$ cat config.mk
export PLATFORM = sky130hd
export DESIGN_NAME = edge_fetch_top
export DESIGN_NICKNAME = d
export VERILOG_FILES = /design/src/rtl/edge_fetch_pkg.sv /design/src/rtl/edge_array_lane.sv /design/src/rtl/edge_assembler.sv /design/src/rtl/edge_chunk_planner.sv /design/src/rtl/edge_fetch_top.sv /design/src/rtl/edge_sync_fifo.sv /design/src/rtl/mem_read_arbiter.sv
export SDC_FILE = /design/constraint.sdc
export NUM_CORES = 2
export LEC_CHECK = 0
export ABC_AREA = 1
export BUFFER_PORTS_ARGS = -buffer_cell sky130_fd_sc_hd__buf_2
export CAP_MARGIN = 0
export CORE_MARGIN = 2
export CORE_UTILIZATION = 45
export CTS_BUF_LIST = sky130_fd_sc_hd__clkbuf_2 sky130_fd_sc_hd__clkbuf_4 sky130_fd_sc_hd__clkbuf_8
export CTS_CLUSTER_DIAMETER = 30
export DETAILED_ROUTE_END_ITERATION = 10
export PLACE_DENSITY = 0.62
export SETUP_SLACK_MARGIN = 0.4
export SYNTH_ARGS = -nofsm -noshare
export SYNTH_HDL_FRONTEND = slang
export SYNTH_SLANG_ARGS = --single-unit
export TNS_END_PERCENT = 5
$ cat constraint.sdc
create_clock -name clock -period 25 [get_ports clock]
set_input_delay 3.75 -clock clock [delete_from_list [all_inputs] [get_ports clock]]
set_output_delay 3.75 -clock clock [all_outputs]
set_load 0.02 [all_outputs]
$ cat src/rtl/edge_fetch_pkg.sv
/*
 * Edge fetch engine shared definitions
 *   cacheline and element geometry
 *   address, index, id and tag widths
 *   lane tag values and the output queue depth
 *   the packed edge record
 */

package edge_fetch_pkg;

	// Memory geometry
	localparam int LINE_BYTES     = 64;
	localparam int ELEM_BYTES     = 4;
	localparam int ELEMS_PER_LINE = LINE_BYTES / ELEM_BYTES;
	localparam int ELEM_W         = ELEM_BYTES * 8;
	localparam int LINE_W         = LINE_BYTES * 8;
	localparam int ADDR_W         = 32;

	// Index, id and tag widths
	localparam int INDEX_W  = 24;
	localparam int ID_W     = 16;
	localparam int TAG_W    = 2;
	localparam int OFFSET_W = $clog2(ELEMS_PER_LINE);
	localparam int COUNT_W  = OFFSET_W + 1;

	localparam int NUM_LANES       = 3;
	localparam int EDGE_FIFO_DEPTH = 8;

	typedef logic [ELEM_W-1:0]  elem_t;
	typedef logic [ADDR_W-1:0]  addr_t;
	typedef logic [INDEX_W-1:0] edge_index_t;
	typedef logic [ID_W-1:0]    edge_id_t;
	typedef logic [TAG_W-1:0]   tag_t;

	// Element k sits at bits k*ELEM_W upward
	typedef logic [LINE_W-1:0] line_t;

	// One tag per array lane
	localparam tag_t LANE_SRC    = 2'd0;
	localparam tag_t LANE_DEST   = 2'd1;
	localparam tag_t LANE_WEIGHT = 2'd2;

	typedef struct packed {
		edge_id_t id;
		elem_t    src;
		elem_t    dest;
		elem_t    weight;
	} edge_t;

endpackage

$ cat src/rtl/edge_array_lane.sv
/*
 * Array lane
 *   one line read per chunk from one edge array
 *   FSM through idle, request, wait and unpack
 *   element FIFO towards the assembler
 */

`timescale 1ns/1ps

module edge_array_lane #(
	parameter edge_fetch_pkg::tag_t lane_tag = edge_fetch_pkg::LANE_SRC
) (
	input  logic                                clock,
	input  logic                                rstn,
	input  edge_fetch_pkg::addr_t               base_addr,
	input  logic                                chunk_valid,
	output logic                                chunk_ready,
	input  edge_fetch_pkg::edge_index_t         chunk_line,
	input  logic [edge_fetch_pkg::OFFSET_W-1:0] chunk_first,
	input  logic [edge_fetch_pkg::COUNT_W-1:0]  chunk_count,
	output logic                                req_valid,
	input  logic                                req_ready,
	output edge_fetch_pkg::addr_t               req_addr,
	input  logic                                rsp_valid,
	input  edge_fetch_pkg::line_t               rsp_data,
	output logic                                elem_valid,
	input  logic                                elem_ready,
	output edge_fetch_pkg::elem_t               elem_data
);

	import edge_fetch_pkg::*;

	typedef enum logic [1:0] {
		st_idle,
		st_request,
		st_wait,
		st_unpack
	} lane_state_t;

	lane_state_t         state;
	line_t               line_buf;
	logic [OFFSET_W-1:0] pos;
	logic [COUNT_W-1:0]  left;
	logic                push;
	logic                fifo_empty;

	// New chunk only once the previous one has fully drained
	assign chunk_ready = (state == st_idle) && fifo_empty;
	assign req_valid   = (state == st_request);
	assign push        = (state == st_unpack);
	assign elem_valid  = !fifo_empty;

	always_ff @(posedge clock or negedge rstn) begin
		if (!rstn) begin
			state <= st_idle;
			pos   <= '0;
			left  <= '0;
		end else begin
			case (state)
				st_idle: begin
					if (chunk_valid) begin
						pos   <= chunk_first;
						left  <= chunk_count;
						state <= st_request;
					end
				end
				st_request: begin
					if (req_ready) begin
						state <= st_wait;
					end
				end
				st_wait: begin
					if (rsp_valid) begin
						state <= st_unpack;
					end
				end
				st_unpack: begin
					pos  <= pos + 1'b1;
					left <= left - 1'b1;
					if (left == COUNT_W'(1)) begin
						state <= st_idle;
					end
				end
				default: state <= st_idle;
			endcase
		end
	end

	always_ff @(posedge clock) begin
		if (chunk_valid && chunk_ready) begin
			req_addr <= base_addr + addr_t'(chunk_line) * addr_t'(LINE_BYTES);
		end
		if (state == st_wait && rsp_valid) begin
			line_buf <= rsp_data;
		end
	end

	edge_sync_fifo #(
		.payload_t(elem_t),
		.depth    (ELEMS_PER_LINE)
	) elem_fifo_inst (
		.clock    (clock),
		.rstn     (rstn),
		.push     (push),
		.push_data(line_buf[pos*ELEM_W +: ELEM_W]),
		.full     (),
		.pop      (elem_ready),
		.pop_data (elem_data),
		.empty    (fifo_empty)
	);

	// Arbiter routes a response here only for our own read
	assert property (@(posedge clock) disable iff (!rstn) rsp_valid |-> state == st_wait)
		else $error("lane %0d got a response outside wait", lane_tag);

endmodule

$ cat src/rtl/edge_assembler.sv
/*
 * Edge assembler
 *   joins one element per lane into an edge
 *   running edge id across jobs
 *   output queue, first-word fall-through
 */

`timescale 1ns/1ps

module edge_assembler (
	input  logic                                 clock,
	input  logic                                 rstn,
	input  logic [edge_fetch_pkg::NUM_LANES-1:0] elem_valid,
	input  edge_fetch_pkg::elem_t                elem_data [edge_fetch_pkg::NUM_LANES],
	output logic                                 elem_ready,
	output logic                                 edge_valid,
	input  logic                                 edge_ready,
	output edge_fetch_pkg::elem_t                edge_src,
	output edge_fetch_pkg::elem_t                edge_dest,
	output edge_fetch_pkg::elem_t                edge_weight,
	output edge_fetch_pkg::edge_id_t             edge_id
);

	import edge_fetch_pkg::*;

	logic     hold_valid;
	logic     hold_push;
	logic     fifo_full;
	logic     fifo_empty;
	edge_t    hold_edge;
	edge_t    head;
	edge_id_t next_id;

	// Held edge leaves this cycle unless the queue is full
	assign hold_push  = hold_valid && !fifo_full;
	assign elem_ready = (&elem_valid) && (!hold_valid || !fifo_full);

	always_ff @(posedge clock or negedge rstn) begin
		if (!rstn) begin
			hold_valid <= 1'b0;
			next_id    <= '0;
		end else if (elem_ready) begin
			hold_valid <= 1'b1;
			next_id    <= next_id + 1'b1;
		end else if (hold_push) begin
			hold_valid <= 1'b0;
		end
	end

	always_ff @(posedge clock) begin
		if (elem_ready) begin
			hold_edge <= '{id: next_id, src: elem_data[LANE_SRC],
				dest: elem_data[LANE_DEST], weight: elem_data[LANE_WEIGHT]};
		end
	end

	edge_sync_fifo #(
		.payload_t(edge_t),
		.depth    (EDGE_FIFO_DEPTH)
	) edge_fifo_inst (
		.clock    (clock),
		.rstn     (rstn),
		.push     (hold_push),
		.push_data(hold_edge),
		.full     (fifo_full),
		.pop      (edge_valid && edge_ready),
		.pop_data (head),
		.empty    (fifo_empty)
	);

	assign edge_valid  = !fifo_empty;
	assign edge_id     = head.id;
	assign edge_src    = head.src;
	assign edge_dest   = head.dest;
	assign edge_weight = head.weight;

endmodule

$ cat src/rtl/edge_chunk_planner.sv
/*
 * Chunk planner
 *   accepts vertex jobs (start index and degree)
 *   cuts the edge range into per-cacheline chunks
 *   first chunk shortened on a misaligned start
 */

`timescale 1ns/1ps

module edge_chunk_planner (
	input  logic                                      clock,
	input  logic                                      rstn,
	input  logic                                      job_valid,
	output logic                                      job_ready,
	input  edge_fetch_pkg::edge_index_t               job_edge_index,
	input  edge_fetch_pkg::edge_index_t               job_degree,
	output logic                                      chunk_valid,
	input  logic                                      chunk_ready,
	output edge_fetch_pkg::edge_index_t               chunk_line,
	output logic [edge_fetch_pkg::OFFSET_W-1:0]       chunk_first,
	output logic [edge_fetch_pkg::COUNT_W-1:0]        chunk_count
);

	import edge_fetch_pkg::*;

	logic               job_go;
	logic               chunk_go;
	logic [COUNT_W-1:0] first_room;
	logic [COUNT_W-1:0] first_count;
	logic [COUNT_W-1:0] next_count;
	edge_index_t        remaining;

	// Idle whenever no chunk is pending
	assign job_ready = !chunk_valid;
	assign job_go    = job_valid && job_ready;
	assign chunk_go  = chunk_valid && chunk_ready;

	//////////////////////////////////////////////////
	// Chunk sizing
	//////////////////////////////////////////////////

	// Room left in the first line after the start offset
	assign first_room = COUNT_W'(ELEMS_PER_LINE) - COUNT_W'(job_edge_index[OFFSET_W-1:0]);

	assign first_count = (job_degree < edge_index_t'(first_room)) ?
		COUNT_W'(job_degree) : first_room;

	assign next_count = (remaining < edge_index_t'(ELEMS_PER_LINE)) ?
		COUNT_W'(remaining) : COUNT_W'(ELEMS_PER_LINE);

	//////////////////////////////////////////////////
	// Job and chunk state
	//////////////////////////////////////////////////

	always_ff @(posedge clock or negedge rstn) begin
		if (!rstn) begin
			chunk_valid <= 1'b0;
			remaining   <= '0;
		end else if (job_go) begin
			// Zero degree jobs finish here
			chunk_valid <= (job_degree != '0);
			remaining   <= job_degree - edge_index_t'(first_count);
		end else if (chunk_go) begin
			chunk_valid <= (remaining != '0);
			remaining   <= remaining - edge_index_t'(next_count);
		end
	end

	always_ff @(posedge clock) begin
		if (job_go) begin
			chunk_line  <= job_edge_index >> OFFSET_W;
			chunk_first <= job_edge_index[OFFSET_W-1:0];
			chunk_count <= first_count;
		end else if (chunk_go && remaining != '0) begin
			// Later chunks always start at offset zero
			chunk_line  <= chunk_line + 1'b1;
			chunk_first <= '0;
			chunk_count <= next_count;
		end
	end

	// Chunk held steady while the lanes are not ready
	assert property (@(posedge clock) disable iff (!rstn)
		chunk_valid && !chunk_ready |=> chunk_valid && $stable(chunk_line) &&
			$stable(chunk_first) && $stable(chunk_count));

endmodule

$ cat src/rtl/edge_fetch_top.sv
/*
 * Edge fetch engine top level
 *   chunk planner, three array lanes
 *   memory read arbiter and edge assembler
 */

`timescale 1ns/1ps

module edge_fetch_top (
	input  logic                        clock,
	input  logic                        rstn,
	input  edge_fetch_pkg::addr_t       src_base,
	input  edge_fetch_pkg::addr_t       dest_base,
	input  edge_fetch_pkg::addr_t       weight_base,
	input  logic                        job_valid,
	output logic                        job_ready,
	input  edge_fetch_pkg::edge_index_t job_edge_index,
	input  edge_fetch_pkg::edge_index_t job_degree,
	output logic                        mem_req_valid,
	input  logic                        mem_req_ready,
	output edge_fetch_pkg::addr_t       mem_req_addr,
	output edge_fetch_pkg::tag_t        mem_req_tag,
	input  logic                        mem_rsp_valid,
	input  edge_fetch_pkg::tag_t        mem_rsp_tag,
	input  edge_fetch_pkg::line_t       mem_rsp_data,
	output logic                        edge_valid,
	input  logic                        edge_ready,
	output edge_fetch_pkg::elem_t       edge_src,
	output edge_fetch_pkg::elem_t       edge_dest,
	output edge_fetch_pkg::elem_t       edge_weight,
	output edge_fetch_pkg::edge_id_t    edge_id
);

	import edge_fetch_pkg::*;

	logic                chunk_valid;
	logic                chunk_ready;
	logic                chunk_go;
	edge_index_t         chunk_line;
	logic [OFFSET_W-1:0] chunk_first;
	logic [COUNT_W-1:0]  chunk_count;

	logic [NUM_LANES-1:0] lane_chunk_ready;
	logic [NUM_LANES-1:0] lane_req_valid;
	logic [NUM_LANES-1:0] lane_req_ready;
	logic [NUM_LANES-1:0] lane_rsp_valid;
	logic [NUM_LANES-1:0] lane_elem_valid;
	logic                 elem_ready;
	addr_t                lane_req_addr [NUM_LANES];
	elem_t                lane_elem_data [NUM_LANES];
	addr_t                lane_base [NUM_LANES];

	assign lane_base[LANE_SRC]    = src_base;
	assign lane_base[LANE_DEST]   = dest_base;
	assign lane_base[LANE_WEIGHT] = weight_base;

	// Broadcast chunk moves only when every lane takes it
	assign chunk_ready = &lane_chunk_ready;
	assign chunk_go    = chunk_valid && chunk_ready;

	edge_chunk_planner planner_inst (
		.clock         (clock),
		.rstn          (rstn),
		.job_valid     (job_valid),
		.job_ready     (job_ready),
		.job_edge_index(job_edge_index),
		.job_degree    (job_degree),
		.chunk_valid   (chunk_valid),
		.chunk_ready   (chunk_ready),
		.chunk_line    (chunk_line),
		.chunk_first   (chunk_first),
		.chunk_count   (chunk_count)
	);

	//////////////////////////////////////////////////
	// Lanes, indexed by their memory tag
	//////////////////////////////////////////////////

	for (genvar i = 0; i < NUM_LANES; i++) begin : g_lane
		edge_array_lane #(
			.lane_tag(tag_t'(i))
		) lane_inst (
			.clock      (clock),
			.rstn       (rstn),
			.base_addr  (lane_base[i]),
			.chunk_valid(chunk_go),
			.chunk_ready(lane_chunk_ready[i]),
			.chunk_line (chunk_line),
			.chunk_first(chunk_first),
			.chunk_count(chunk_count),
			.req_valid  (lane_req_valid[i]),
			.req_ready  (lane_req_ready[i]),
			.req_addr   (lane_req_addr[i]),
			.rsp_valid  (lane_rsp_valid[i]),
			.rsp_data   (mem_rsp_data),
			.elem_valid (lane_elem_valid[i]),
			.elem_ready (elem_ready),
			.elem_data  (lane_elem_data[i])
		);
	end

	mem_read_arbiter arbiter_inst (
		.clock        (clock),
		.rstn         (rstn),
		.req_valid    (lane_req_valid),
		.req_addr     (lane_req_addr),
		.req_ready    (lane_req_ready),
		.mem_req_valid(mem_req_valid),
		.mem_req_ready(mem_req_ready),
		.mem_req_addr (mem_req_addr),
		.mem_req_tag  (mem_req_tag),
		.mem_rsp_valid(mem_rsp_valid),
		.mem_rsp_tag  (mem_rsp_tag),
		.rsp_valid    (lane_rsp_valid)
	);

	edge_assembler assembler_inst (
		.clock      (clock),
		.rstn       (rstn),
		.elem_valid (lane_elem_valid),
		.elem_data  (lane_elem_data),
		.elem_ready (elem_ready),
		.edge_valid (edge_valid),
		.edge_ready (edge_ready),
		.edge_src   (edge_src),
		.edge_dest  (edge_dest),
		.edge_weight(edge_weight),
		.edge_id    (edge_id)
	);

endmodule

$ cat src/rtl/edge_sync_fifo.sv
/*
 * Synchronous FIFO
 *   register array storage, any payload type
 *   first-word fall-through read port
 *   overflow and underflow checks
 */

`timescale 1ns/1ps

module edge_sync_fifo #(
	parameter type         payload_t = logic,
	parameter int unsigned depth     = 4
) (
	input  logic     clock,
	input  logic     rstn,
	input  logic     push,
	input  payload_t push_data,
	output logic     full,
	input  logic     pop,
	output payload_t pop_data,
	output logic     empty
);

	localparam int ptr_w   = (depth > 1) ? $clog2(depth) : 1;
	localparam int count_w = $clog2(depth + 1);

	payload_t           mem [depth];
	logic [ptr_w-1:0]   wr_ptr;
	logic [ptr_w-1:0]   rd_ptr;
	logic [count_w-1:0] count;

	assign full     = (count == count_w'(depth));
	assign empty    = (count == '0);
	assign pop_data = mem[rd_ptr];

	always_ff @(posedge clock) begin
		if (push) begin
			mem[wr_ptr] <= push_data;
		end
	end

	always_ff @(posedge clock or negedge rstn) begin
		if (!rstn) begin
			wr_ptr <= '0;
			rd_ptr <= '0;
			count  <= '0;
		end else begin
			if (push) begin
				wr_ptr <= (wr_ptr == ptr_w'(depth - 1)) ? '0 : wr_ptr + 1'b1;
			end
			if (pop) begin
				rd_ptr <= (rd_ptr == ptr_w'(depth - 1)) ? '0 : rd_ptr + 1'b1;
			end
			if (push && !pop) begin
				count <= count + 1'b1;
			end else if (pop && !push) begin
				count <= count - 1'b1;
			end
		end
	end

	// Writers and readers must respect the flags
	assert property (@(posedge clock) disable iff (!rstn) push |-> !full);
	assert property (@(posedge clock) disable iff (!rstn) pop |-> !empty);

endmodule

$ cat src/rtl/mem_read_arbiter.sv
/*
 * Memory read arbiter
 *   round-robin grant of the shared read port
 *   grant locked while a request stalls
 *   response routing by tag
 */

`timescale 1ns/1ps

module mem_read_arbiter (
	input  logic                                 clock,
	input  logic                                 rstn,
	input  logic [edge_fetch_pkg::NUM_LANES-1:0] req_valid,
	input  edge_fetch_pkg::addr_t                req_addr [edge_fetch_pkg::NUM_LANES],
	output logic [edge_fetch_pkg::NUM_LANES-1:0] req_ready,
	output logic                                 mem_req_valid,
	input  logic                                 mem_req_ready,
	output edge_fetch_pkg::addr_t                mem_req_addr,
	output edge_fetch_pkg::tag_t                 mem_req_tag,
	input  logic                                 mem_rsp_valid,
	input  edge_fetch_pkg::tag_t                 mem_rsp_tag,
	output logic [edge_fetch_pkg::NUM_LANES-1:0] rsp_valid
);

	import edge_fetch_pkg::*;

	logic [NUM_LANES-1:0] grant;
	logic                 found;
	logic                 locked;
	tag_t                 rr_ptr;
	tag_t                 lock_idx;
	tag_t                 pick_idx;
	tag_t                 grant_idx;

	// First requester at or after the pointer
	always_comb begin
		int idx;
		found    = 1'b0;
		pick_idx = '0;
		for (int k = 0; k < NUM_LANES; k++) begin
			idx = (int'(rr_ptr) + k) % NUM_LANES;
			if (!found && req_valid[idx]) begin
				found    = 1'b1;
				pick_idx = tag_t'(idx);
			end
		end
	end

	assign grant_idx     = locked ? lock_idx : pick_idx;
	assign grant         = (locked || found) ? (NUM_LANES'(1) << grant_idx) : '0;
	assign mem_req_valid = |grant;
	assign mem_req_addr  = req_addr[grant_idx];
	assign mem_req_tag   = grant_idx;
	assign req_ready     = grant & {NUM_LANES{mem_req_ready}};

	always_ff @(posedge clock or negedge rstn) begin
		if (!rstn) begin
			locked   <= 1'b0;
			lock_idx <= '0;
			rr_ptr   <= '0;
		end else if (mem_req_valid && !mem_req_ready) begin
			locked   <= 1'b1;
			lock_idx <= grant_idx;
		end else begin
			locked <= 1'b0;
			if (mem_req_valid) begin
				rr_ptr <= (grant_idx == tag_t'(NUM_LANES - 1)) ? '0 : grant_idx + 1'b1;
			end
		end
	end

	always_comb begin
		for (int i = 0; i < NUM_LANES; i++) begin
			rsp_valid[i] = mem_rsp_valid && (mem_rsp_tag == tag_t'(i));
		end
	end

	// Grant is one-hot or zero, and only ever to a lane that requests
	assert property (@(posedge clock) disable iff (!rstn)
		$onehot0(grant) && ((grant & ~req_valid) == '0));

endmodule
==> After elaboration in Yosys (flattened, before gate mapping) <==
Memories as Yosys holds them, arrays and structs flattened. A register that Yosys moved wholly into a read port is not among the register bits.
Cells that the tools add are included.
{ "word_totals": {"regBits": 1810, "ramBits": 2432, "in_bits": 664, "out_inout_bits": 149, "word_cells": 286, "mem_count": 4} }
{ "op_classes": {"add_sub_neg": 33, "div_mod_pow": 3, "order_cmp": 6, "n_eq_ne": 36, "n_shift": 4, "n_mux": 81, "bitwise": 3, "reduce_logical": 77} }
{ "memory_table": {"columns": ["name", "depth", "word_bits", "rd", "rd_ports_with_merged_regs", "write_ports", "line_no", "text"], "rows": [
  ["assembler_inst.edge_fifo_inst.mem", 8, 112, 1, 0, 1, "edge_sync_fifo.sv:27", "payload_t mem [depth];"],
  ["g_lane[0].lane_inst.elem_fifo_inst.mem", 16, 32, 1, 1, 1, "edge_sync_fifo.sv:27", null],
  ["g_lane[1].lane_inst.elem_fifo_inst.mem", 16, 32, 1, 1, 1, "edge_sync_fifo.sv:27", null],
  ["g_lane[2].lane_inst.elem_fifo_inst.mem", 16, 32, 1, 1, 1, "edge_sync_fifo.sv:27", null]
]} }
{ "op_table": {"columns": ["cell", "n"], "rows": [
  ["$shiftx 512x10->32", 3],
  ["$add 32x30->32", 3],
  ["$lt 32x4->1 const B", 3],
  ["$bmux 32 s2", 1],
  ["$mod 32x3->32 const B", 2],
  ["$mux 32", 2],
  ["$mux 5", 11],
  ["$mux 24", 2],
  ["$reduce_bool 24->1", 2],
  ["$sub 24x5->24", 2],
  ["$mux 4", 11],
  ["$add 4x1->4 const B", 10],
  ["$mux 20", 2],
  ["$mod 3x3->32 const B", 1],
  ["$mux 2", 15],
  ["$pmux 5 s2", 3],
  ["$sub 5x1->5 const B", 6],
  ["$logic_and 1x1->1", 29],
  ["$eq 4x4->1 const B", 7],
  ["$add 24x1->24 const B", 1],
  ["$lt 24x5->1", 1],
  ["$lt 24x5->1 const B", 1],
  ["$pmux 2 s4", 3],
  ["$pmux 4 s2", 3],
  ["32 further kinds", 119]
]} }

==> Depth between registers and ports, before layout <==
{ "logic_depth": {"word_depth": 18, "ltp_mapped": 30, "depth_no_buf": 29} }

==> Hierarchy <==
A second synthesis with hierarchy kept.
{ "unflattened": {"hier_cells": 16684, "area_unflattened_um2": 185558.0} }
{ "modules_own_cells": {"columns": ["module", "instances", "cells_each", "area_each_um2", "seq_area_each_um2"], "rows": [
  ["edge_array_lane at g_lane[0].lane_inst ...", 2, 1943, 23448.7, 16610.9],
  ["edge_sync_fifo at assembler_inst.edge_fifo_inst", 1, 3055, 36231.0, 27156.0],
  ["edge_array_lane at g_lane[2].lane_inst", 1, 1966, 23481.3, 16610.9],
  ["edge_sync_fifo at g_lane[2].lane_inst.elem_fifo_inst", 1, 2306, 23208.5, 15700.1],
  ["edge_sync_fifo at g_lane[0].lane_inst.elem_fifo_inst", 1, 2178, 22823.1, 15700.1],
  ["edge_sync_fifo at g_lane[1].lane_inst.elem_fifo_inst", 1, 2178, 22805.6, 15700.1],
  ["edge_chunk_planner", 1, 639, 4504.3, 1576.5],
  ["edge_assembler", 1, 234, 4317.9, 3788.6],
  ["mem_read_arbiter", 1, 238, 1265.0, 125.1],
  ["edge_fetch_top", 1, 4, 23.8, 0.0]
]} }

==> Least setup slack after synthesis <==
No wires, ideal clock.
{ "synth_timing": {"path_type": "input to register", "from": "input port mem_rsp_tag[0]", "to": "register g_lane[0].lane_inst.line_buf[0] (enable)", "setup_ns": 1.398, "t_arrival_ns": 25.074, "required_ns": 23.602, "path_slack_ns": -1.472, "cell_stages": 3, "n_path_buf": 0, "cell_sequence": "inv_1 nand3_1 nor2_1"} }
{ "synth_between": {"elab_chain_cells": 3} }
{ "synth_lines": {"columns": ["element", "line_no", "text"], "rows": [
  ["start, declared", "edge_fetch_top.sv:24", "input edge_fetch_pkg::tag_t mem_rsp_tag,"],
  ["$logic_not 2->1", "mem_read_arbiter.sv:74", "rsp_valid[i] = mem_rsp_valid && (mem_rsp_tag == tag_t'(i));"],
  ["$logic_and 1x1->1", "mem_read_arbiter.sv:74", null],
  ["$logic_and 1x1->1", "edge_array_lane.sv:93", "if (state == st_wait && rsp_valid) begin"],
  ["end signal, assigned", "edge_array_lane.sv:94", "line_buf <= rsp_data;"],
  ["end, declared", "edge_array_lane.sv:41", "line_t line_buf;"]
]} }
Every way passes these cells.
A chain may end at the register's enable or synchronous reset.

==> Final worst setup path <==
{ "layout_timing": {"from": "register assembler_inst.edge_fifo_inst.rd_ptr[0]", "to": "output port edge_src[0]"} }
{ "layout_between": {"elab_chain_cells": 1} }
{ "layout_lines": {"columns": ["element", "line_no", "text"], "rows": [
  ["start, declared", "edge_sync_fifo.sv:29", "logic [ptr_w-1:0] rd_ptr;"],
  ["start signal, assigned", "edge_sync_fifo.sv:52", "rd_ptr <= (rd_ptr == ptr_w'(depth - 1)) ? '0 : rd_ptr + 1'b1;"],
  ["$mem_v2 8x112", null, null],
  ["end, declared", "edge_fetch_top.sv:28", "output edge_fetch_pkg::elem_t edge_src,"]
]} }
Every way passes these cells.

==> results.toml <==
[clock_network]
clockBufferDepth = 4
cts-htree-levels = 6
cts_tree = "done"
root_buffer = "clkbuf_8"
cts_resized = 0
cts_hold_buf = 0
post_cts_buffers = 0
clk_latency_ps = 1300
cts.sinks = 4338
cts.clk_slew.worst_paths_ps = 60
cts_buffers = 831

[critical_path]
crit_path_end_kind = "output pin"
critical_path.startpoint = "assembler_inst.edge_fifo_inst.rd_ptr[0]"
endpoint = "edge_src[0]"
arrival_ps = 5530
path_common_cell = "buf_4"
critPathMaxFanout = 181
slowest_delay_ps = 970
crit_chain = "inv_8 -> buf_4 -> buf_4 -> o21ai_0 -> o22ai_1 -> nor2_1 -> a31oi_1 -> buf_2"
cp.required_ps = 21250
r2r_end = "g_lane[1].lane_inst.elem_fifo_inst.mem[13][29]"
crit_type = "flip-flop to output pin"
rr_startpoint = "g_lane[1].lane_inst.pos[0]"
ff2ff_path_depth = 8
worstSetupStartpointType = "flip-flop"
r2r_slack_ps = 19380
slowest_stage = "buf_4"

[synth]
synth_top_family_by_area = "compound AO/OA/AOI/OAI gates"
syn-cell-area_mm2 = 0.173
async_reset_ff_frac = 0.0297
synth-xor-area-share = 0.00692
synth_flop_cell = "edfxtp_1"
syn_nets = 13600
synthMuxAreaShare = 0.0190
ys_ff_latch = 4338
synth_compound_area_frac = 0.104
synth-simple-area-share = 0.0862
synth.distinct_cells = 64
synth-edff-count = 4205
syn_area_per_cell_um2 = 13.5
ys_seq_area_frac = 0.747
synthAdderAreaFrac = 0.0111
syn_inst = 12800
yosys_warnings = 0

[floorplan]
num_io_pins = 813
start_util = 0.453
die_area_mm2 = 0.390
chipWidth_um = 625
core_area_mm2 = 0.383
die_h_um = 625
rows = 227

[sta]
fin_crit_sh = 0.371
worst_pin_slew_ps = 1260
setup_slack_ps = 15720
setup_violations = 0
fin_crit_ps = 9280
hold_viol_final = 0
max-slew-margin-rel = 0.161
rsz0062_at_grt = "false"
finalMaxSlewViolations = 0
clock_skew_ps = 97.1
max_freq_mhz = 108

[place]
post-place-ws_ps = 16290
dpl.hpwl_um = 357000
place.gp.congestion = 0.937
placed_cells = 18200
io_buffers = 812

[layout]
multi_input_area_mm2 = 0.0399
fill_cells = 32100
layout.cells.non_filler = 19900
drive_gt1_frac = 0.180
regArea_mm2 = 0.130
areaGrowthSynthToFinish_pct = 16.9
layout.nets = 14800

[power]
powerDensity_mw_per_mm2 = 140
power.switching_uw = 11300
swShare = 0.399
p_int_uw = 17000
power.leakage_uw = 0.0703
power_frac_clock = 0.271
finalPower_uw = 28300
power_frac_seq = 0.389
ir_drop_v = 0.000103
combinationalPowerShare = 0.340

[routing]
drcViolationCount = 0
ant_nets = 0
vias = 115000
post_drt_wl_per_cell_um = 28.3
first_pass_iters = 8
viasPerCell = 5.77
routed_wl_um = 564000
drt_iter0_drc = 13000

[grt]
grt_overflow = 0
grt_antenna_before_repair = 263
grt_max_degree = 182
gr-usage-all-layers = 0.281
grt_pass1_vias = 107000
grt_pass1_wl_um = 784000

[outcome]
status = "complete, no violations"

[min_path]
hold_path_class = "flip-flop to flip-flop"

[job]
cap_violations = 0
==> cells by family (layout without fill, tap and decap cells) <==
kind of cell,Yosys count,count (layout)
flip-flops,4338,4338
AND/OR/NAND/NOR,3694,3694
AO/OA/AOI/OAI,3000,3000
buffers and inverters,1172,2992
multiplexers,330,330
adder cells (fa/ha/maj),149,149
XOR/XNOR,137,137
other,1,250
==> cell usage in the layout, fill, tap and decap left out, types with 205 or more instances in the layout <==
cell and n:
o221ai_1 257, buf_4 247, diode_2 249, a21oi_1 419, clkbuf_8 869, inv_1 354, nand3_1 443, buf_2 811
mux2i_1 330, nand2_1 1068, nor2_1 1941, o21ai_0 1488, o22ai_1 205, edfxtp_1 4205
==> metal layers <==
metal	global-route usage	vias up	routed length (um)
met1	0.358	57200	213000
met2	0.434	5774	259000
met5	0	-	803
met4	0.170	120	36500
met3	0.0723	1263	55900
li1	-	50700	-
==> synthesized netlist by cell type, drive strengths merged, types with 176 or more instances <==
cell type | instances | area share
a21oi | 423 | 0.012
clkbuf | 671 | 0.015
edfxtp | 4205 | 0.73
inv | 381 | 0.0083
mux2i | 330 | 0.019
nand2 | 1081 | 0.024
nand3 | 450 | 0.013
nor2 | 2021 | 0.044
o211ai | 190 | 0.0082
o21ai | 1503 | 0.043
o221ai | 257 | 0.013
o22ai | 205 | 0.0074
o32ai | 176 | 0.0089
==> registers in the layout (all words and copies together) (netlist names), 5 cells and up <==
name and cells:
g_lane.lane_inst.elem_fifo_inst.mem 1536, g_lane.lane_inst.line_buf 1536, assembler_inst.edge_fifo_inst.mem 896, assembler_inst.hold_edge 112
g_lane.lane_inst.req_addr 96, planner_inst.chunk_line 24, planner_inst.remaining 24, assembler_inst.next_id 16
g_lane.lane_inst.elem_fifo_inst.count 15, g_lane.lane_inst.left 15, g_lane.lane_inst.elem_fifo_inst.rd_ptr 12, g_lane.lane_inst.elem_fifo_inst.wr_ptr 12
g_lane.lane_inst.pos 12, g_lane.lane_inst.state 6, planner_inst.chunk_count 5
==> power groups by stage <==
stage          clock [uW]  combinational (uW)  sequential, uW
2_1_floorplan           0                5300           10900
3_3_place_gp            0                9420           11100
3_5_place_dp            0                9500           11100
4_1_cts              7760                9520           11000
5_1_grt              8090               10200           11100
6_report             7690                9630           11000
==> area by class of cell <==
| cell class | count | share of cell area |
|---|---|---|
| antenna | 249 | 0.00307 |
| clock buffer | 1043 | 0.0654 |
| clock inverter | 486 | 0.0260 |
| inverter | 390 | 0.00756 |
| multi-input combinational | 7311 | 0.197 |
| sequential | 4338 | 0.639 |
| tap | 5038 | 0.0311 |
| timing repair buffer | 1073 | 0.0306 |
==> worst min-delay path by stage <==
stage / endpoint / slack [ps] / depth (start not counted) / from
6_report: g_lane[1].lane_inst.elem_fifo_inst.count[4] / 470 / 1 / g_lane[1].lane_inst.elem_fifo_inst.count[4]
5_1_grt: g_lane[1].lane_inst.elem_fifo_inst.count[4] / 480 / 1 / g_lane[1].lane_inst.elem_fifo_inst.count[4]
4_1_cts: g_lane[1].lane_inst.elem_fifo_inst.count[4] / 470 / 1 / g_lane[1].lane_inst.elem_fifo_inst.count[4]
3_5_place_dp: g_lane[1].lane_inst.elem_fifo_inst.count[4] / 460 / 1 / g_lane[1].lane_inst.elem_fifo_inst.count[4]
3_3_place_gp: assembler_inst.next_id[15] / 460 / 1 / assembler_inst.next_id[15]
2_1_floorplan: assembler_inst.next_id[15] / 440 / 1 / assembler_inst.next_id[15]
==> per-stage QoR <==
| stage | hold WS [ps] | instance area, um2 | utilization | TNS, ps |
|---|---|---|---|---|
| 6_report | 469 | 203000 | 0.530 | 0 |
| 5_1_grt | 479 | 203000 | 0.529 | 0 |
| 4_1_cts | 471 | 202000 | 0.528 | 0 |
| 3_5_place_dp | 462 | 184000 | 0.480 | 0 |
| 3_3_place_gp | 455 | 184000 | 0.480 | 0 |
| 2_1_floorplan | 441 | 173000 | - | -1498240 |
==> critical path: cells and delay by family (launching register included) <==
kind                   cells  cell delay, ps
AO/OA/AOI/OAI              3             710
buffers and inverters      4            2590
flip-flops                 1             670
AND/OR/NAND/NOR            1              60
Power figures use the tool's default switching activity.
